==> config.mk <==
export PLATFORM = sky130hd
export DESIGN_NAME = fetchWindow
export DESIGN_NICKNAME = d
export VERILOG_FILES = /design/src/hw/icachePkg.sv /design/src/hw/fetchWindow.sv
export SDC_FILE = /design/constraint.sdc
export NUM_CORES = 1
export LEC_CHECK = 0
export BUFFER_PORTS_ARGS = -buffer_cell sky130_fd_sc_hd__buf_2
export CAP_MARGIN = 20
export CORE_AREA = 2 2 192 194
export DETAILED_ROUTE_END_ITERATION = 16
export DIE_AREA = 0 0 194 196
export SYNTH_ARGS = -nofsm -noshare
export SYNTH_HDL_FRONTEND = slang
export SYNTH_SLANG_ARGS = --single-unit
export TNS_END_PERCENT = 10
==> constraint.sdc <==
create_clock -name vclk -period 2.96
set_input_delay 0.592 -clock vclk [all_inputs]
set_output_delay 0.592 -clock vclk [all_outputs]
set_load 0.05 [all_outputs]
==> src/hw/icachePkg.sv <==
//////////////////////////////
// Shared types for the two-bank L1 instruction cache
// Fixed at 48-bit PC, 16-byte lines and 64 entries per bank
// Ring slot layout follows the ring bus opm/seq/addr/data order
//////////////////////////////

`default_nettype none

package icachePkg;

	typedef logic [47:0] pcAddr;		// PC or byte address
	typedef logic [43:0] lineAddr;		// PC without the byte offset
	typedef logic [5:0] lineIndex;		// Line address bits 6:1
	typedef logic [127:0] lineData;
	typedef logic [95:0] fetchWord;		// Window handed to fetch
	typedef logic [3:0] pcStep;			// Step in bytes
	typedef logic [1:0] pcOkCode;
	typedef logic [5:0] cacheOpm;
	typedef logic [7:0] nodeId;
	typedef logic [3:0] seqTag;			// Request sequence rover

	typedef logic [15:0] ringOpm;
	typedef logic [15:0] ringSeq;

	localparam int entryCount = 64;		// Entries per bank

	localparam pcOkCode okReady = 2'b01;
	localparam pcOkCode okHold = 2'b10;

	localparam logic [7:0] opmIdle = 8'h00;
	localparam logic [7:0] opmLoadLine = 8'h97;	// Line load, 128 bits
	localparam cacheOpm opmFlushIcache = 6'h2E;

	typedef struct packed {
		ringOpm opm;
		ringSeq seq;		// Node, bank bits, rover
		pcAddr addr;
		lineData data;
	} ringSlot;

	typedef struct packed {
		logic valid;		// Write strobe
		lineIndex index;
		lineAddr tag;
		lineData data;
	} bankFill;

	typedef struct packed {
		logic valid;
		lineAddr tag;
		lineData data;
	} lineRead;

	typedef struct packed {
		lineAddr evenLine;
		lineAddr oddLine;
		lineIndex evenIndex;
		lineIndex oddIndex;
	} fetchRequest;

endpackage

`default_nettype wire

==> src/hw/fetchWindow.sv <==
//////////////////////////////
// 96-bit window at the PC and PC step decode
// Jumbo prefixes are decoded as plain wide words
//////////////////////////////

`timescale 1ns/1ps
`default_nettype none

module fetchWindow (
	input wire icachePkg::lineRead evenLine,
	input wire icachePkg::lineRead oddLine,
	input wire icachePkg::pcAddr latchedPc,
	input wire wexEnable,
	output icachePkg::fetchWord pcValue,
	output icachePkg::pcStep pcStep
);

	logic [255:0] pairData;		// Two lines in PC order
	logic [159:0] groupData;	// From the PC's 64-bit group
	logic [5:0] shortOp;
	logic [5:0] wideOp;
	logic [1:0] wordIx;
	logic [2:0] nextIx;
	logic firstShort;
	logic firstWide;
	logic secondWide;

	// Bits 12:9 of a 32-bit op that marks it as wide
	function automatic logic isWideCode(input logic [3:0] code);
		logic wide;
		casez (code)
			4'b111?: wide = 1'b1;
			4'b101?: wide = 1'b1;
			4'b0111: wide = 1'b1;
			4'b0101: wide = 1'b1;
			default: wide = 1'b0;
		endcase
		return wide;
	endfunction

	always_comb
	begin
		if (latchedPc[4])
			pairData = {evenLine.data, oddLine.data};
		else
			pairData = {oddLine.data, evenLine.data};
		groupData = pairData[{latchedPc[3], 6'd0} +: 160];
		pcValue = groupData[{latchedPc[2:1], 4'd0} +: 96];
	end

	// Six candidate words, enough for any start plus 4 bytes
	always_comb
	begin
		for (int i = 0; i < 6; i++)
		begin
			shortOp[i] = groupData[16*i+13 +: 3] != 3'b111;
			wideOp[i] = !shortOp[i] && isWideCode(groupData[16*i+9 +: 4]);
		end
	end

	assign wordIx = latchedPc[2:1];
	assign nextIx = {1'b0, wordIx} + 3'd2;		// Op 4 bytes on
	assign firstShort = shortOp[wordIx];
	assign firstWide = wideOp[wordIx];
	assign secondWide = wideOp[nextIx];

	always_comb
	begin
		if (wexEnable && firstWide)
			pcStep = secondWide ? 4'd12 : 4'd8;
		else
			pcStep = firstShort ? 4'd2 : 4'd4;
	end

endmodule

`default_nettype wire

==> impl_metrics.env <==
export IMPL_avgSynthCellArea_um2=11.0
export IMPL_setup_tns_final_ns=-0.388
export IMPL_setup_ws_ns=-0.128
export IMPL_netlist_top_cells_area="mux4_2 51%, mux2i_1 21%, mux2_2 6.2%"
export IMPL_synth_top_area_cell="mux4_2"
export IMPL_grt_max_degree=47
export IMPL_syn_area_um2=5980
export IMPL_num_vias=6911
export IMPL_synth_area_mux_share=0.779
export IMPL_overflow=0
export IMPL_antenna_found_initial=8
export IMPL_status="complete, but fails checks"
export IMPL_leakage_nw=4.20
export IMPL_synth_distinct_cells=26
export IMPL_wl_per_cell_um=19.4
export IMPL_syn_nets=939
export IMPL_grt_pass1_wl_um=40700
export IMPL_ys_warn_count=0
export IMPL_synthCells=544
export IMPL_synthTopCellsByCount="135 x mux4_2, 125 x mux2i_1, 41 x a21oi_1, 38 x nand2_1"
export IMPL_critPathMaxFanout=7
export IMPL_seq_cell_count=0
export IMPL_grt_pass1_vias=6882
export IMPL_synthAdderAreaFrac=0
export IMPL_synth_most_common_cell="mux4_2"
export IMPL_via_per_inst=4.86
export IMPL_seq_area_frac_synth=0
export IMPL_final_layout_size_suffix_gt1_frac=0.748
export IMPL_hold_viol=0
export IMPL_crit_required_ns=2.37
export IMPL_final_util=0.270
export IMPL_dp_hpwl_um=23400
export IMPL_synth_top_family_by_area="multiplexers"
export IMPL_crit_path_max_incr_delay_ns=0.57
export IMPL_clkbuf_count=0
export IMPL_hp_start="wexEnable"
export IMPL_die_x_um=194
export IMPL_hp_class="input pin to output pin"
export IMPL_start_util=0.166
export IMPL_fin_crit_ns=3.09
export IMPL_start_kind="input pin"
export IMPL_die_area_um2=38000
export IMPL_drc_errors=0
export IMPL_synth_top_area_share=0.508
export IMPL_register_area_um2=0
export IMPL_core_region_area_um2=36100
export IMPL_top_usage_layer="met2"
export IMPL_setup_viol=13
export IMPL_holdPathEnd="pcStep[2]"
export IMPL_route_antenna_remaining_nets=0
export IMPL_worstPathBufferInverterCount=3
export IMPL_synthSimpleGateAreaFrac=0.0608
export IMPL_drv_slew=0
export IMPL_nets=1348
export IMPL_use_met3=0.0297
export IMPL_cp_data_arrival_time_ns=2.50
export IMPL_first_iter_violations=311
export IMPL_end_kind="output pin"
export IMPL_worstPathCellList="buf_16, buf_12, mux4_2, nand4_1, a21oi_2, nor2_2, mux2_4, o21ba_4, buf_8"
export IMPL_hold_path_cell_count=4
export IMPL_ir_worst_vdd_mv=0.242
export IMPL_violations="setup timing"
export IMPL_met2_usage=0.234
export IMPL_slowest_stage="mux4_2"
export IMPL_portBuffers=360
export IMPL_use_met1=0.180
export IMPL_timing_final_crit_share=1.04
export IMPL_rsz0062_at_grt="yes"
export IMPL_fmax_mhz=324
export IMPL_critical_path_class="input pin to output pin"
export IMPL_synth_xor_area_share=0
export IMPL_slew_limit_headroom=0.670
export IMPL_maxCapViolCount=0
export IMPL_critPathTopFamily="multiplexers"
export IMPL_total_power_mw=2.63
export IMPL_worst_pin_slew_ns=0.489
export IMPL_num_rows=70
export IMPL_die_h_um=196
export IMPL_place_congestion=0.856
export IMPL_wirelength_um=27600
export IMPL_grt_usage=0.135
export IMPL_dr_pass1_iters=5
export IMPL_syn_to_final_growth_pct=63.1
export IMPL_powerDensity_nw_per_um2=269
export IMPL_io_pins=495
export IMPL_synth_compound_area_frac=0.0920
[power breakdown]
group	internal [mW]	total, mW	switching (mW)	leakage, nW
Combinational	1.08	2.63	1.55	4.20
Sequential	0	0	0	0
Clock	0.000000181	0.000000181	0	0.0000254
[cells in the final DEF (no fill, tap or decap), types with 13 or more instances in the layout]
cell	Yosys	routed
buf_2	16	328
mux4_2	135	135
mux2i_1	125	89
buf_4	11	83
nand2_1	38	38
buf_6	10	32
mux2i_2	0	29
mux2_2	33	29
nor2_1	33	29
a21oi_1	41	23
o21ai_0	24	22
buf_12	0	18
a21oi_2	0	17
a211oi_1	19	13
[worst max path at each step]
stage	start	endpoint	slack (ns)	cells past startpoint
after floorplan	latchedPc[3]	pcValue[50]	-0.30	8
after global placement	latchedPc[4]	pcValue[71]	-0.29	7
after detailed placement	latchedPc[4]	pcValue[72]	-0.29	7
after CTS	latchedPc[4]	pcStep[2]	-0.16	9
after global routing	latchedPc[4]	pcStep[2]	-0.19	9
final	latchedPc[4]	pcStep[2]	-0.13	9
[logic make-up after synthesis]
group / after synthesis
multiplexers: 293
AO/OA/AOI/OAI: 97
buffers and inverters: 68
AND/OR/NAND/NOR: 85
other: 1
[what timing repair did]
action                     in CTS  in global routing
pin swaps                       4                  6
gates resized for setup        79                 51
gates cloned                    2                  1
setup endpoints to repair      54                 54
buffers inserted               12                  3
hold buffers                    0                  0
[metal layers]
layer	vias up	share of wire
li1	3109	-
met3	18	0.082
met4	2	0.0079
met1	3467	0.43
met2	315	0.48
met5	-	0.00047
[through the flow]
stage / hold WS (ns) / std cells / cell area, µm² / worst slack (ns)
finish: 1.66 / 1423 / 9760 / -0.128
CTS: 1.65 / 1416 / 9540 / -0.157
detailed placement: 1.71 / 1402 / 9110 / -0.285
global route: 1.67 / 1420 / 9750 / -0.192
global placement: 1.71 / 1402 / 9110 / -0.285
floorplan: 1.38 / 544 / 6190 / -0.303
[tightest hold or removal path: stages]
cell and delay [ns]:
buf_2 0.11, o31ai_2 0.07, o21ba_4 0.15, buf_8 0.14
[cell type report]
cell class / count / area [µm²]
multi-input cells: 476 / 5930
fillers: 3836 / 26300
diodes: 4 / 10.0
well taps: 468 / 586
repair buffers: 475 / 3240
(Power assumes the default switching activity.)
