File: config.mk
export PLATFORM = sky130hd
export DESIGN_NAME = fetchStage
export DESIGN_NICKNAME = d
export VERILOG_FILES = /design/src/hw/icachePkg.sv /design/src/hw/fetchStage.sv
export SDC_FILE = /design/constraint.sdc
export NUM_CORES = 1
export LEC_CHECK = 0
export BUFFER_PORTS_ARGS = -buffer_cell sky130_fd_sc_hd__buf_2
export CORE_AREA = 4 4 221 223
export CTS_CLUSTER_DIAMETER = 80
export DETAILED_ROUTE_END_ITERATION = 7
export DIE_AREA = 0 0 225 227
export GPL_ROUTABILITY_DRIVEN = 0
export GPL_TIMING_DRIVEN = 1
export PLACE_DENSITY_LB_ADDON = 0.3
export SETUP_SLACK_MARGIN = 0.2
export SYNTH_ARGS = -nofsm -noshare
export SYNTH_HDL_FRONTEND = slang
export SYNTH_SLANG_ARGS = --single-unit
File: constraint.sdc
create_clock -name clock -period 6.27 [get_ports clock]
set_input_delay 0.3135 -clock clock [delete_from_list [all_inputs] [get_ports clock]]
set_output_delay 0.3135 -clock clock [all_outputs]
set_load 0.05 [all_outputs]
File: src/hw/icachePkg.sv
//////////////////////////////
// Shared types for the two-bank L1 instruction cache
// Fixed at 48-bit PC, 16-byte lines and 64 entries per bank
// Ring slot layout follows the ring bus opm/seq/addr/data order
//////////////////////////////

`default_nettype none

package icachePkg;

	typedef logic [47:0] pcAddr;		// PC or byte address
	typedef logic [43:0] lineAddr;		// PC without the byte offset
	typedef logic [5:0] lineIndex;		// Line address bits 6:1
	typedef logic [127:0] lineData;
	typedef logic [95:0] fetchWord;		// Window handed to fetch
	typedef logic [3:0] pcStep;			// Step in bytes
	typedef logic [1:0] pcOkCode;
	typedef logic [5:0] cacheOpm;
	typedef logic [7:0] nodeId;
	typedef logic [3:0] seqTag;			// Request sequence rover

	typedef logic [15:0] ringOpm;
	typedef logic [15:0] ringSeq;

	localparam int entryCount = 64;		// Entries per bank

	localparam pcOkCode okReady = 2'b01;
	localparam pcOkCode okHold = 2'b10;

	localparam logic [7:0] opmIdle = 8'h00;
	localparam logic [7:0] opmLoadLine = 8'h97;	// Line load, 128 bits
	localparam cacheOpm opmFlushIcache = 6'h2E;

	typedef struct packed {
		ringOpm opm;
		ringSeq seq;		// Node, bank bits, rover
		pcAddr addr;
		lineData data;
	} ringSlot;

	typedef struct packed {
		logic valid;		// Write strobe
		lineIndex index;
		lineAddr tag;
		lineData data;
	} bankFill;

	typedef struct packed {
		logic valid;
		lineAddr tag;
		lineData data;
	} lineRead;

	typedef struct packed {
		lineAddr evenLine;
		lineAddr oddLine;
		lineIndex evenIndex;
		lineIndex oddIndex;
	} fetchRequest;

endpackage

`default_nettype wire

File: src/hw/fetchStage.sv
//////////////////////////////
// Fetch address stage, one cycle ahead of the bank outputs
// Replays its latched request while hold or a load is pending
// Flush on a new flush opm on pcOpm, or on reset
//////////////////////////////

`timescale 1ns/1ps
`default_nettype none

module fetchStage (
	input wire clock,
	input wire reset,
	input wire icachePkg::pcAddr pcIn,
	input wire pcHold,
	input wire icachePkg::cacheOpm pcOpm,
	input wire icachePkg::lineRead evenLine,
	input wire icachePkg::lineRead oddLine,
	input wire missLoadPending,
	output icachePkg::fetchRequest request,
	output icachePkg::lineIndex evenIndex,
	output icachePkg::lineIndex oddIndex,
	output icachePkg::pcAddr latchedPc,
	output logic flush,
	output logic missEven,
	output logic missOdd
);

	icachePkg::lineAddr pcLine;
	icachePkg::lineAddr nextLine;
	icachePkg::fetchRequest freshRequest;
	icachePkg::fetchRequest nextRequest;
	icachePkg::pcAddr nextPc;
	icachePkg::cacheOpm opmDelay1;
	icachePkg::cacheOpm opmDelay2;
	logic replay;
	logic newFlush;
	logic fetchLive;		// Low until the first fetch after reset
	logic evenHit;
	logic oddHit;

	assign pcLine = pcIn[47:4];
	assign nextLine = pcLine + 44'd1;
	assign replay = pcHold || missLoadPending;

	// PC bit 4 says which bank holds the line at the PC
	always_comb
	begin
		if (pcIn[4])
		begin
			freshRequest.evenLine = nextLine;
			freshRequest.oddLine = pcLine;
		end
		else
		begin
			freshRequest.evenLine = pcLine;
			freshRequest.oddLine = nextLine;
		end
		freshRequest.evenIndex = freshRequest.evenLine[6:1];
		freshRequest.oddIndex = freshRequest.oddLine[6:1];
	end

	assign nextRequest = replay ? request : freshRequest;
	assign nextPc = replay ? latchedPc : pcIn;
	assign evenIndex = nextRequest.evenIndex;		// Bank read address
	assign oddIndex = nextRequest.oddIndex;

	always_ff @(posedge clock)
	begin
		latchedPc <= nextPc;
		request <= nextRequest;
	end

	assign newFlush = (opmDelay1 == icachePkg::opmFlushIcache) &&
		(opmDelay2 != icachePkg::opmFlushIcache);

	always_ff @(posedge clock)
	begin
		if (reset)
		begin
			fetchLive <= 1'b0;
			opmDelay1 <= '0;
			opmDelay2 <= '0;
			flush <= 1'b1;		// Reset flushes both banks
		end
		else
		begin
			fetchLive <= 1'b1;
			opmDelay1 <= pcOpm;
			opmDelay2 <= opmDelay1;
			flush <= newFlush;
		end
	end

	assign evenHit = evenLine.valid && (evenLine.tag == request.evenLine);
	assign oddHit = oddLine.valid && (oddLine.tag == request.oddLine);
	assign missEven = fetchLive && !evenHit;
	assign missOdd = fetchLive && !oddHit;

endmodule

`default_nettype wire

==> run summary <==
* **TritonCTS Buffers** 17
* **sequential area share after synthesis** 63.7%
* **sort of element at the start of the critical path** register
* **routed vias/inst** 3.70
* **signed area change from the synthesized netlist to the final layout** 38.7%
* **worst min-delay path class** input port to register
* **maximum number of pins on one net before global-route repair** 100
* **highest-delay cell along the critical path** nor4_1
* **number of register bits inferred by synthesis** 162
* **cell accounting for the most synthesized area** edfxtp_1
* **Compound-Gate Fraction of Synth Area** 0.865%
* **post-synthesis share of cell area spent on and, or, nand and nor gates** 13.9%
* **crit-path max FO** 2
* **Synth Net Count** 964
* **Critical Path RT** 5.96 ns
* **Total GRT Usage** 12.4%
* **FFs w/ async S/R, synth** 0%
* **number of synthesis warnings** 0
* **number of H-tree levels** 4
* **drt pass-1 iters** 4
* **Root Buffer** clkbuf_16
* **Max IR drop VDD** 0.197 mV
* **setup repair after global routing missed its margin** no
* **die area** 0.0511 mm^2
* **dominant combinational cell family by area after synthesis** XOR/XNOR gates
* **DR WL/cell** 22.0 um
* **share of the synthesized netlist area taken by xor and xnor gates** 17.8%
* **DRC violations left** 0
* **total negative slack for setup checks** 0 ns
* **clock sink count** 162
* **DRC violation total after the first TritonRoute iteration** 302
* **fraction of post-synthesis cell area in the top cell type by area** 56.5%
* **count of cell types in the netlist** 41
* **average cell area after synthesis** 13.0 um^2
* **Rel. slew slack** 35.0%
* **Setup violations, final** 0
* **multiplexer area fraction after synthesis** 0.623%
* **Crit Path Category** register to output pin
* **Gate Count Post-Synth** 558
* **standard cell area after detailed placement** 0.00943 mm^2
* **DPL Wire Length** 26.7 mm
* **Die Width** 225 um
* **outcome** complete, no violations
* **total non-filler cell area in the finished layout** 0.0100 mm^2
* **clock latency on the worst-skew pair** 0.44 ns
* **total routed wirelength** 32.5 mm
* **fraction of layout cells with a size suffix above 1** 41.7%
* **total standard cell area after synthesis** 0.00723 mm^2
* **number of hold-slack violations in the final timing report** 0
* **via count of the first global-routing pass** 5615
* **top cells by area, synth** edfxtp_1 56%, xor2_1 12%, dfxtp_1 7.2%, xnor2_1 5.6%, nand2_1 2.6%
* **worst hold start** pcIn[0]
* **antenna cell count** 0
* **first-pass GRT wire length** 43.5 mm
* **Final Net Count** 1265
* **Util after Layout** 21.6%
* **initial antenna violation count** 7
* **GRT Residual Overflow** 0
* **leakage dissipation** 0.00400 uW
* **number of input and output port buffers inserted** 310
* **initial standard-cell utilization of the core** 15.5%
* **CP peak stage delay** 0.82 ns
* **core footprint** 0.0466 mm^2
* **worst setup skew after layout** 0.00563 ns
* **Power Dens Cells** 298 mW/mm^2
* **Site Rows** 79
* **Worst Tran Pin Value** 0.975 ns
* **max-cap violation count** 0
* **count of fill cells added during filler insertion** 5064
* **max frequency** 321 MHz
* **critical path data arrival time** 2.80 ns
* **number of flops mapped to enable cells by yosys** 136
* **crit path cell chain** xor2_1 -> nor4_1 -> nand4_1 -> o31a_1 -> buf_2
* **share of the cycle needed by the critical path after routing** 49.6%
* **timing startpoint of the critical path** request[37]$_DFFE_PN_
* **start of the worst register-to-register path** opmDelay1[3]$_SDFF_PP0_
* **vertical extent of the die** 227 um
* **fin crit period** 3.11 ns
* **number of top-level design ports** 567
* **number of buffers on the longest clock path** 2
* **adder and majority cell fraction of the synthesized area** 0.346%
* **CTS tree** yes
* **Resized Gates After CTS** 0
* **area taken by flip-flops and latches** 0.00460 mm^2
* **multi-input combinational cell area** 0.00244 mm^2
* **sort of element at the end of the critical path** output pin
* **CTS clock-pin slew for the worst setup and hold paths** 0.07 ns
* **final max-slew violation count** 0
* **via count** 5479
* **remaining antenna violation count** 0
* **total power draw** 2990 uW
* **Synth Flop Type** edfxtp_1
-- worst max-delay path: cells and delay by family, from the launching register on --
family          cells  cell delay [ns]
compound gates      1             0.35
xor+xnor            1             0.18
buf+inv             1             0.22
flops               1             0.42
simple gates        2             1.19
-- state kept, by name, indices dropped and copies added, names as in the netlist --
register	cells
fetchLive	1
request	100
opmDelay1	6
opmDelay2	6
flush	1
latchedPc	48
-- cells in the mapped netlist, drive strengths merged, types with 5 or more instances --
master and instances:
xor2 101, nand3 21, clkbuf 24, nand4 23, edfxtp 136, nand2 50
dfxtp 26, nor4 24, nor3 11, buf 9, and3 5, xnor2 46
nor2b 12, nor2 23, inv 15
-- cells by family (layout without fill, tap and decap cells) --
family | Yosys count | in the layout
simple gates | 184 | 184
flops | 162 | 162
xor+xnor | 147 | 147
buf+inv | 48 | 362
compound gates | 9 | 9
mux | 4 | 4
fa+ha+maj | 2 | 2
other cells | 2 | 2
-- final timing paths --
| kind | end | slack, ns | cells after the start |
|---|---|---|---|
| worst max-delay path | missOdd | 3.16 | 5 |
| worst min-delay path | latchedPc[0]$_DFFE_PN_ | 0.05 | 1 |
| worst max register to register | flush$_SDFF_PP1_ | 5.30 | 3 |
| worst min register to register | opmDelay2[3]$_SDFF_PP0_ | 0.46 | 1 |
-- timing repair --
item                      4_1_cts  5_1_grt
setup buffers                   0        0
hold buffers                    3        0
hold endpoints to repair        3        0
-- per-stage QoR --
step / std cells / hold slack [ns] / setup WS [ns]
CTS: 1479 / 0.00636 / 2.97
global route: 1479 / 0.00594 / 3.01
global placement: 1444 / 0.449 / 3.35
detailed placement: 1444 / 0.447 / 3.32
finish: 1479 / 0.0493 / 3.16
floorplan: 558 / 0.385 / 0.210
-- layer usage --
metal | up-vias | global-route usage [%] | share of wire [%]
li1 | 2566 | - | -
met1 | 2610 | 16.0 | 44
met2 | 263 | 19.2 | 44
met3 | 26 | 6.11 | 10
met4 | 14 | 2.31 | 0.69
met5 | - | 0 | 0.26
-- cell type report --
class | count | area share [%]
clock buffer | 17 | 4.24
inverter | 15 | 0.611
multi-input combinational | 348 | 24.3
sequential | 162 | 45.9
tap | 607 | 7.57
clock inverter | 15 | 1.48
timing repair buffer | 315 | 15.9
-- cell usage in the layout, fill, tap and decap left out, types with 2 or more instances in the layout --
cell type / n
buf_2: 310
edfxtp_1: 136
xor2_1: 101
nand2_1: 50
xnor2_1: 46
dfxtp_1: 26
nor4_1: 23
nand3_1: 21
nor2_1: 21
nand4_1: 19
clkbuf_16: 17
inv_1: 14
nor2b_1: 12
nor3_1: 10
inv_6: 7
nand4_2: 4
and3_1: 4
mux2_2: 4
and4_1: 3
o21ai_0: 3
dlygate4sd3_1: 3
nor2_2: 2
nor3b_1: 2
or2_2: 2
o31a_1: 2
ha_1: 2
clkinv_4: 2
clkinv_2: 2
buf_4: 2
conb_1: 2
-- power by group --
group          internal, uW  switching (uW)
sequential             1250            50.4
combinational           145             479
clock                   559             504
total                  1960            1030
No activity file was read; power rests on OpenSTA's default activity.
