<file path="src/hw/icachePkg.sv">
//////////////////////////////
// Shared types for the two-bank L1 instruction cache
// Fixed at 48-bit PC, 16-byte lines and 64 entries per bank
// Ring slot layout follows the ring bus opm/seq/addr/data order
//////////////////////////////

`default_nettype none

package icachePkg;

	typedef logic [47:0] pcAddr;		// PC or byte address
	typedef logic [43:0] lineAddr;		// PC without the byte offset
	typedef logic [5:0] lineIndex;		// Line address bits 6:1
	typedef logic [127:0] lineData;
	typedef logic [95:0] fetchWord;		// Window handed to fetch
	typedef logic [3:0] pcStep;			// Step in bytes
	typedef logic [1:0] pcOkCode;
	typedef logic [5:0] cacheOpm;
	typedef logic [7:0] nodeId;
	typedef logic [3:0] seqTag;			// Request sequence rover

	typedef logic [15:0] ringOpm;
	typedef logic [15:0] ringSeq;

	localparam int entryCount = 64;		// Entries per bank

	localparam pcOkCode okReady = 2'b01;
	localparam pcOkCode okHold = 2'b10;

	localparam logic [7:0] opmIdle = 8'h00;
	localparam logic [7:0] opmLoadLine = 8'h97;	// Line load, 128 bits
	localparam cacheOpm opmFlushIcache = 6'h2E;

	typedef struct packed {
		ringOpm opm;
		ringSeq seq;		// Node, bank bits, rover
		pcAddr addr;
		lineData data;
	} ringSlot;

	typedef struct packed {
		logic valid;		// Write strobe
		lineIndex index;
		lineAddr tag;
		lineData data;
	} bankFill;

	typedef struct packed {
		logic valid;
		lineAddr tag;
		lineData data;
	} lineRead;

	typedef struct packed {
		lineAddr evenLine;
		lineAddr oddLine;
		lineIndex evenIndex;
		lineIndex oddIndex;
	} fetchRequest;

endpackage

`default_nettype wire

</file>
<file path="src/hw/ringMissUnit.sv">
//////////////////////////////
// Ring bus node for line loads, at most one per bank in flight
// Slots not free for us are forwarded one cycle later unchanged
// Fill index and tag come from a 16-entry table per rover value
//////////////////////////////

`timescale 1ns/1ps
`default_nettype none

module ringMissUnit (
	input wire clock,
	input wire reset,
	input wire icachePkg::nodeId unitNodeId,
	input wire icachePkg::ringSlot ringIn,
	input wire icachePkg::fetchRequest request,
	input wire missEven,
	input wire missOdd,
	output icachePkg::ringSlot ringOut,
	output icachePkg::bankFill evenFill,
	output icachePkg::bankFill oddFill,
	output logic memWait,
	output logic loadPending
);

	icachePkg::lineIndex seqIndexMem [16];
	icachePkg::lineAddr seqLineMem [16];
	icachePkg::seqTag seqRover;
	icachePkg::ringSlot requestSlot;
	icachePkg::lineIndex issueIndex;
	icachePkg::lineAddr issueLine;
	icachePkg::lineIndex fillIndex;
	icachePkg::lineAddr fillTag;
	logic loadEven;			// Even line load outstanding
	logic loadOdd;
	logic slotIdle;
	logic slotOurs;
	logic slotFree;
	logic okLoad;
	logic respEven;
	logic respOdd;
	logic issueEven;
	logic issueOdd;
	logic issueAny;

	assign slotIdle = ringIn.opm[7:0] == icachePkg::opmIdle;
	assign slotOurs = (ringIn.opm[7:6] == 2'b01) && (ringIn.seq[15:8] == unitNodeId);
	assign slotFree = slotIdle || slotOurs;
	assign okLoad = ringIn.opm[5:4] == 2'b11;
	assign respEven = slotOurs && (ringIn.seq[7:6] == 2'b00);
	assign respOdd = slotOurs && (ringIn.seq[7:6] == 2'b01);

	assign fillIndex = seqIndexMem[ringIn.seq[3:0]];
	assign fillTag = seqLineMem[ringIn.seq[3:0]];

	always_comb
	begin
		evenFill.valid = respEven && okLoad;
		evenFill.index = fillIndex;
		evenFill.tag = fillTag;
		evenFill.data = ringIn.data;
		oddFill.valid = respOdd && okLoad;
		oddFill.index = fillIndex;
		oddFill.tag = fillTag;
		oddFill.data = ringIn.data;
	end

	// Even line goes first
	assign issueEven = missEven && !loadEven;
	assign issueOdd = missOdd && !loadOdd && !issueEven;
	assign issueAny = issueEven || issueOdd;

	always_comb
	begin
		requestSlot.opm = {8'h00, icachePkg::opmIdle};
		requestSlot.seq = '0;
		requestSlot.addr = '0;
		requestSlot.data = '0;
		issueIndex = request.evenIndex;
		issueLine = request.evenLine;
		if (issueEven)
		begin
			requestSlot.opm = {8'h00, icachePkg::opmLoadLine};
			requestSlot.seq = {unitNodeId, 4'b0000, seqRover};
			requestSlot.addr = {request.evenLine, 4'h0};
		end
		else if (issueOdd)
		begin
			requestSlot.opm = {8'h00, icachePkg::opmLoadLine};
			requestSlot.seq = {unitNodeId, 4'b0100, seqRover};	// Bank bits 01
			requestSlot.addr = {request.oddLine, 4'h0};
			issueIndex = request.oddIndex;
			issueLine = request.oddLine;
		end
	end

	assign memWait = missEven || missOdd;
	assign loadPending = loadEven || loadOdd;

	always_ff @(posedge clock)
	begin
		if (reset)
		begin
			ringOut <= ringIn;
			loadEven <= 1'b0;
			loadOdd <= 1'b0;
			seqRover <= '0;
		end
		else if (slotFree)
		begin
			ringOut <= requestSlot;
			loadEven <= (loadEven && !respEven) || issueEven;
			loadOdd <= (loadOdd && !respOdd) || issueOdd;
			if (issueAny)
				seqRover <= seqRover + 4'd1;
		end
		else
		begin
			ringOut <= ringIn;		// Back pressure, request waits
		end
	end

	always_ff @(posedge clock)
	begin
		if (!reset && slotFree && issueAny)
		begin
			seqIndexMem[seqRover] <= issueIndex;
			seqLineMem[seqRover] <= issueLine;
		end
	end

endmodule

`default_nettype wire

</file>
<file path="config.mk">
export PLATFORM = sky130hd
export DESIGN_NAME = ringMissUnit
export DESIGN_NICKNAME = d
export VERILOG_FILES = /design/src/hw/icachePkg.sv /design/src/hw/ringMissUnit.sv
export SDC_FILE = /design/constraint.sdc
export NUM_CORES = 1
export LEC_CHECK = 0
export BUFFER_PORTS_ARGS = -buffer_cell sky130_fd_sc_hd__buf_4
export CORE_AREA = 10 10 334 336
export CTS_CLUSTER_DIAMETER = 30
export DETAILED_ROUTE_END_ITERATION = 10
export DIE_AREA = 0 0 344 346
export SYNTH_ARGS = -nofsm -noshare
export SYNTH_HDL_FRONTEND = slang
export SYNTH_SLANG_ARGS = --single-unit
</file>
<file path="constraint.sdc">
create_clock -name clock -period 11.24 [get_ports clock]
set_input_delay 2.248 -clock clock [delete_from_list [all_inputs] [get_ports clock]]
set_output_delay 2.248 -clock clock [all_outputs]
set_load 0.02 [all_outputs]
</file>
==> results of run 1 <==
[metal layers]
metal / up-vias / global-route usage / share of wire
met5: - / 0 / 0.00064
met4: 14 / 0.0961 / 0.035
met3: 275 / 0.0865 / 0.11
met2: 1379 / 0.389 / 0.50
met1: 12000 / 0.284 / 0.36
li1: 9420 / - / -
[registers in the layout, indices dropped and copies added, names as in the netlist]
name         flops
loadEven         1
loadOdd          1
ringOut        208
seqIndexMem     96
seqLineMem     704
seqRover         4
[cells in the mapped netlist, types with 2 or more instances]
cell       count
a21o_1         4
a21oi_1        3
a22o_1        44
a41oi_1        2
buf_1          2
buf_2         40
buf_4        309
buf_6          2
clkbuf_1      53
dfxtp_1      214
edfxtp_1     800
ha_1           4
inv_1         13
mux2_2        99
mux2i_1        8
mux4_2       250
nand2_1       21
nand2b_1       4
nand4_1        2
nor2_1        24
nor2b_1      148
nor3_1         2
nor4_1         4
o2111ai_1      4
o21ai_0        2
o311ai_0       5
or2_2          3
or4_1          2
xor2_1         7
[path summary, 6_finish.rpt]
path                            cells after the start                            to  slack [ps]
worst max register to register                      5  seqLineMem[14][16]$_DFFE_PP_        7490
worst max-delay path                                5                 evenFill[166]        3770
worst min register to register                      2          loadOdd$_SDFFE_PP0P_         520
worst min-delay path                                2          loadOdd$_SDFFE_PP0P_         520
[critical path: cells and delay by family]
family | cells | cell delay, ps
buffers and inverters | 3 | 1810
multiplexers | 2 | 980
[power by group]
part | switching, W | leakage (nW) | internal (W)
Sequential | 0.0000304 | 8.99 | 0.00412
Clock | 0.00211 | 3.42 | 0.00400
Combinational | 0.000494 | 7.24 | 0.000363
Total | 0.00263 | 19.6 | 0.00848
[logic make-up after synthesis]
kind of cell | synth area share
AOI/OAI and AO/OA | 0.0147
adders and majority gates | 0.00125
DFF | 0.710
buffers and inverters | 0.0702
xor gates and xnor gates | 0.00176
muxes | 0.171
and+or+nand+nor | 0.0314
[through the flow]
| stage | instances | setup slack [ps] | instance area [µm²] | hold slack (ps) | util |
|---|---|---|---|---|---|
| detailed placement | 3989 | 3760 | 45900 | 503 | 0.438 |
| global route | 4396 | 3660 | 53100 | 544 | 0.506 |
| CTS | 4386 | 3730 | 53100 | 518 | 0.506 |
| floorplan | 2089 | 4780 | 39900 | 447 | - |
| finish | 4412 | 3770 | 53100 | 521 | 0.507 |
| global placement | 3989 | 3830 | 45900 | 483 | 0.438 |
[final cells by class]
| type | instances | share of cell area |
|---|---|---|
| clock buffers | 234 | 0.102 |
| inverters | 14 | 0.000989 |
| flip-flops and latches | 1014 | 0.533 |
| repair buffers | 915 | 0.130 |
| multi-input cells | 655 | 0.168 |
| clock inverters | 163 | 0.0328 |
| well taps | 1391 | 0.0328 |
| diodes | 26 | 0.00122 |
==> results.toml, run 1 <==
[floorplan]
initial_core_util = 0.381
coreArea_um2 = 105000
dieArea_um2 = 119000
die_h_um = 346
io_pins = 888
die_x_um = 344
rows = 119

[global_routing]
grtUsageTotal = 0.239
overflow = 0
grt_start_max_net_pins = 119
grt_pass1_wl_mm = 196
grt_pass1_vias = 24600
antenna_found_initial = 49

[clock_tree]
ctsHoldBuffers = 0
cts_tree = "yes"
clock-sinks = 1014
cts_buffers = 210
post-cts-setup-buffers = 0
clkLatencyLatePin_ps = 800
cts-resized-gates = 0
clkTransAtPathRegs_ps = 40
cts_buffer_depth = 3
cts_max_level = 4
cts-root-buf = "clkbuf_16"

[drt]
drcViolationCount = 0
vias = 23000
drt_wl_total_mm = 146
drt_first_pass_iters = 5
drt_iter0_drc = 2428
wire_per_inst_um = 33.0
ant_nets = 0
vias_per_cell = 5.22

[logic_synthesis]
synth_seq_cells = 1014
synth-edff-count = 800
synth_nets = 2413
ys.flop_type = "edfxtp_1"
netlist_instances = 2089
synth.area.top_cells = "edfxtp_1, mux4_2, dfxtp_1"
synth_area_per_cell_um2 = 19.1
async_flop_share = 0
synth_area_um2 = 39900
synth_cell_types = 43
yosys.area.top_type_share = 0.602
synth-seq-area-share = 0.710
yosysWarnings = 0
synth_top_area_cell = "edfxtp_1"

[layout]
multi_input_area_um2 = 8920
fillers = 8537
ff_latch_area_um2 = 28300
areaGrowthSynthToFinish_pct = 33.2
drive_above_1_share = 0.550
final_cell_mix = "buf_4, edfxtp_1, mux4_2"
final_common_cell = "buf_4"
nets = 3134

[worst_setup_path]
crit_required_ps = 8990
worstPathMaxFanout = 101
critPathArrivalTime_ps = 5220
r2r_start = "loadOdd$_SDFFE_PP0P_"
end_kind = "output port"
crit_chain = "clkbuf_8, buf_4, mux4_2, mux4_2, buf_4"
crit_slowest_cell = "buf_4"
crit_path_start_kind = "input pin"
path_class = "input pin to output port"
startpoint = "ringIn[177]"
slowest_delay_ps = 940

[timing]
fin_crit_ps = 7470
period_share = 0.665
drv_slew = 0
worst_slew_pin_slew_ps = 1200
setup_viol = 0
setup_tns_ps = 0
rsz0062_at_grt = "no"
relSlewSlack = 0.196
hold_viol = 0
fin_worst_skew_ps = 30.8
max_freq_mhz = 134

[pwr]
power_density_nw_per_um2 = 209
p_leak_nw = 19.6
irDropWorstVdd_mv = 0.148
power.total_w = 0.0111

[hold_path]
hp-class = "register to register"
hold_path_startpoint = "loadOdd$_SDFFE_PP0P_"

[place]
gp_congestion = 0.955
dp.final_hpwl_mm = 100
port_buffers = 887

[run]
drv_cap = 0

[run_status]
status = "complete, no violations"
(Power assumes the default switching activity.)
==> run 2, diff against run 1 <==
--- a/config.mk
+++ b/config.mk
@@ -6,10 +6,10 @@
 export NUM_CORES = 1
 export LEC_CHECK = 0
 export BUFFER_PORTS_ARGS = -buffer_cell sky130_fd_sc_hd__buf_4
-export CORE_AREA = 10 10 334 336
+export CORE_AREA = 10 10 333 335
 export CTS_CLUSTER_DIAMETER = 30
 export DETAILED_ROUTE_END_ITERATION = 10
-export DIE_AREA = 0 0 344 346
+export DIE_AREA = 0 0 343 345
 export SYNTH_ARGS = -nofsm -noshare
 export SYNTH_HDL_FRONTEND = slang
 export SYNTH_SLANG_ARGS = --single-unit
==> constraint.sdc (replaced) <==
create_clock -name clock -period 6 [get_ports clock]
set_input_delay 1.2 -clock clock [delete_from_list [all_inputs] [get_ports clock]]
set_output_delay 1.2 -clock clock [all_outputs]
set_load 0.02 [all_outputs]
==> run 2 against run 1 <==
  * Register-to-register slack got worse by 4600 ps
  * Sequential share of layout area decreased by 0.41 points
  * Utilization rose by 0.62 points
  * Global-route usage is essentially flat
  * Critical path depth unchanged
  * Critical path type unchanged
  * Largest cell class unchanged
==> results.toml, run 2 (synthesized netlist as in run 1, its figures left out) <==
[run_status]
status = "complete, no violations"

[clock_tree]
cts-resized-gates = 0
clkTransAtPathRegs_ps = 50
post-cts-setup-buffers = 0
cts_buffers = 208
ctsHoldBuffers = 0
clkLatencyLatePin_ps = 770
cts_buffer_depth = 3
clock-sinks = 1014
cts-root-buf = "clkbuf_16"
cts_max_level = 4
cts_tree = "yes"

[timing]
setup_viol = 0
rsz0062_at_grt = "no"
max_freq_mhz = 214
hold_viol = 0
fin_worst_skew_ps = 20.4
period_share = 0.779
worst_slew_pin_slew_ps = 1020
fin_crit_ps = 4670
relSlewSlack = 0.321
setup_tns_ps = 0
drv_slew = 0

[floorplan]
coreArea_um2 = 104000
initial_core_util = 0.382
dieArea_um2 = 118000
io_pins = 888
rows = 119
die_h_um = 345
die_x_um = 343

[layout]
top_register = "seqLineMem"
multi_input_area_um2 = 8920
final_cell_mix = "buf_4, edfxtp_1, mux4_2"
largest_reg_flops = 704
final_common_cell = "buf_4"
nets = 3153
fillers = 8379
areaGrowthSynthToFinish_pct = 34.2
ff_latch_area_um2 = 28300
final_util = 0.513
drive_above_1_share = 0.553
final_cells = 4423
largestRegisters = "seqLineMem (704), ringOut (208), seqIndexMem (96)"

[hold_path]
whs_path_depth = 2
hold_end = "loadOdd$_SDFFE_PP0P_"
hold_path_startpoint = "loadOdd$_SDFFE_PP0P_"
hp-class = "register to register"

[global_routing]
top_usage_layer = "met2"
use_met3 = 0.0763
grt_start_max_net_pins = 92
grtUsageTotal = 0.238
grt_pass1_vias = 24600
antenna_found_initial = 37
grt_pass1_wl_mm = 196
grt_use_met1 = 0.299
overflow = 0
use_met2 = 0.386

[worst_setup_path]
crit_slowest_cell = "mux4_2"
crit_path_start_kind = "input pin"
worstPathMaxFanout = 50
path_class = "input pin to output port"
rr_endpoint = "seqLineMem[2][26]$_DFFE_PP_"
crit_chain = "buf_8, buf_4, mux4_2, mux4_2, buf_4"
r2r_start = "loadOdd$_SDFFE_PP0P_"
crit_required_ps = 4800
end_kind = "output port"
r2r_cells = 5
timing.critical_path.buf_inv = 3
slowest_delay_ps = 550
critPathArrivalTime_ps = 3470
path_delay_family = "buffers and inverters"
r2r_slack_ps = 2910

[drt]
drcViolationCount = 0
drt_iter0_drc = 2077
vias_per_cell = 5.16
ant_nets = 0
drt_wl_total_mm = 144
wire_per_inst_um = 32.5
vias = 22800
drt_first_pass_iters = 5

[place]
dpl.cell_count = 4010
port_buffers = 887
gp_congestion = 0.969
dp.final_hpwl_mm = 101

[pwr]
irDropWorstVdd_mv = 0.251
power_density_nw_per_um2 = 388
p_leak_nw = 19.8

[run]
drv_cap = 0
==> run 2: area by class of cell <==
class / instances / share of cell area
inverter: 14 / 0.000982
sequential: 1014 / 0.529
clock inverter: 156 / 0.0309
clock buffer: 234 / 0.102
multi-input combinational: 655 / 0.167
timing repair buffer: 936 / 0.137
antenna: 23 / 0.00108
tap: 1391 / 0.0325
==> run 2: through the flow <==
stage	power [W]	hold WS [ps]	worst slack (ps)	instance area [µm²]
2_1_floorplan	0.00880	447	973	39900
3_3_place_gp	0.00951	486	1300	46400
3_5_place_dp	0.00953	492	1260	46400
4_1_cts	0.0210	509	1260	53500
5_1_grt	0.0214	558	1170	53500
6_report	0.0208	505	1330	53500
==> run 2: how the worst max path moves through the flow <==
| stage | from | end | slack [ps] | cells after the start |
|---|---|---|---|---|
| floorplan | ringIn[196] | seqIndexMem[0][0]$_DFFE_PP_ | 970 | 5 |
| global placement | ringIn[176] | oddFill[143] | 1300 | 5 |
| detailed placement | ringIn[176] | oddFill[143] | 1260 | 5 |
| CTS | ringIn[176] | oddFill[143] | 1260 | 5 |
| global route | ringIn[176] | oddFill[154] | 1170 | 5 |
| finish | ringIn[176] | oddFill[154] | 1330 | 5 |
==> run 2: power by group <==
part	switching (W)	leakage, nW	internal [W]
registers	0.0000523	8.99	0.00771
clock network	0.00389	3.41	0.00750
logic	0.000930	7.41	0.000688
==> run 2: worst min-delay path, cell delays in order (launching register included) <==
cell and delay (ps):
dfxtp_1 320, o21ai_0 70, a21oi_1 60
==> run 2: per-layer routing <==
layer / wire (µm) / part of all wire / up-vias
met5: 57 / 0.00040 / -
met4: 3910 / 0.027 / 10
met3: 13700 / 0.095 / 195
met2: 70900 / 0.49 / 1168
met1: 55200 / 0.38 / 12000
li1: - / - / 9444
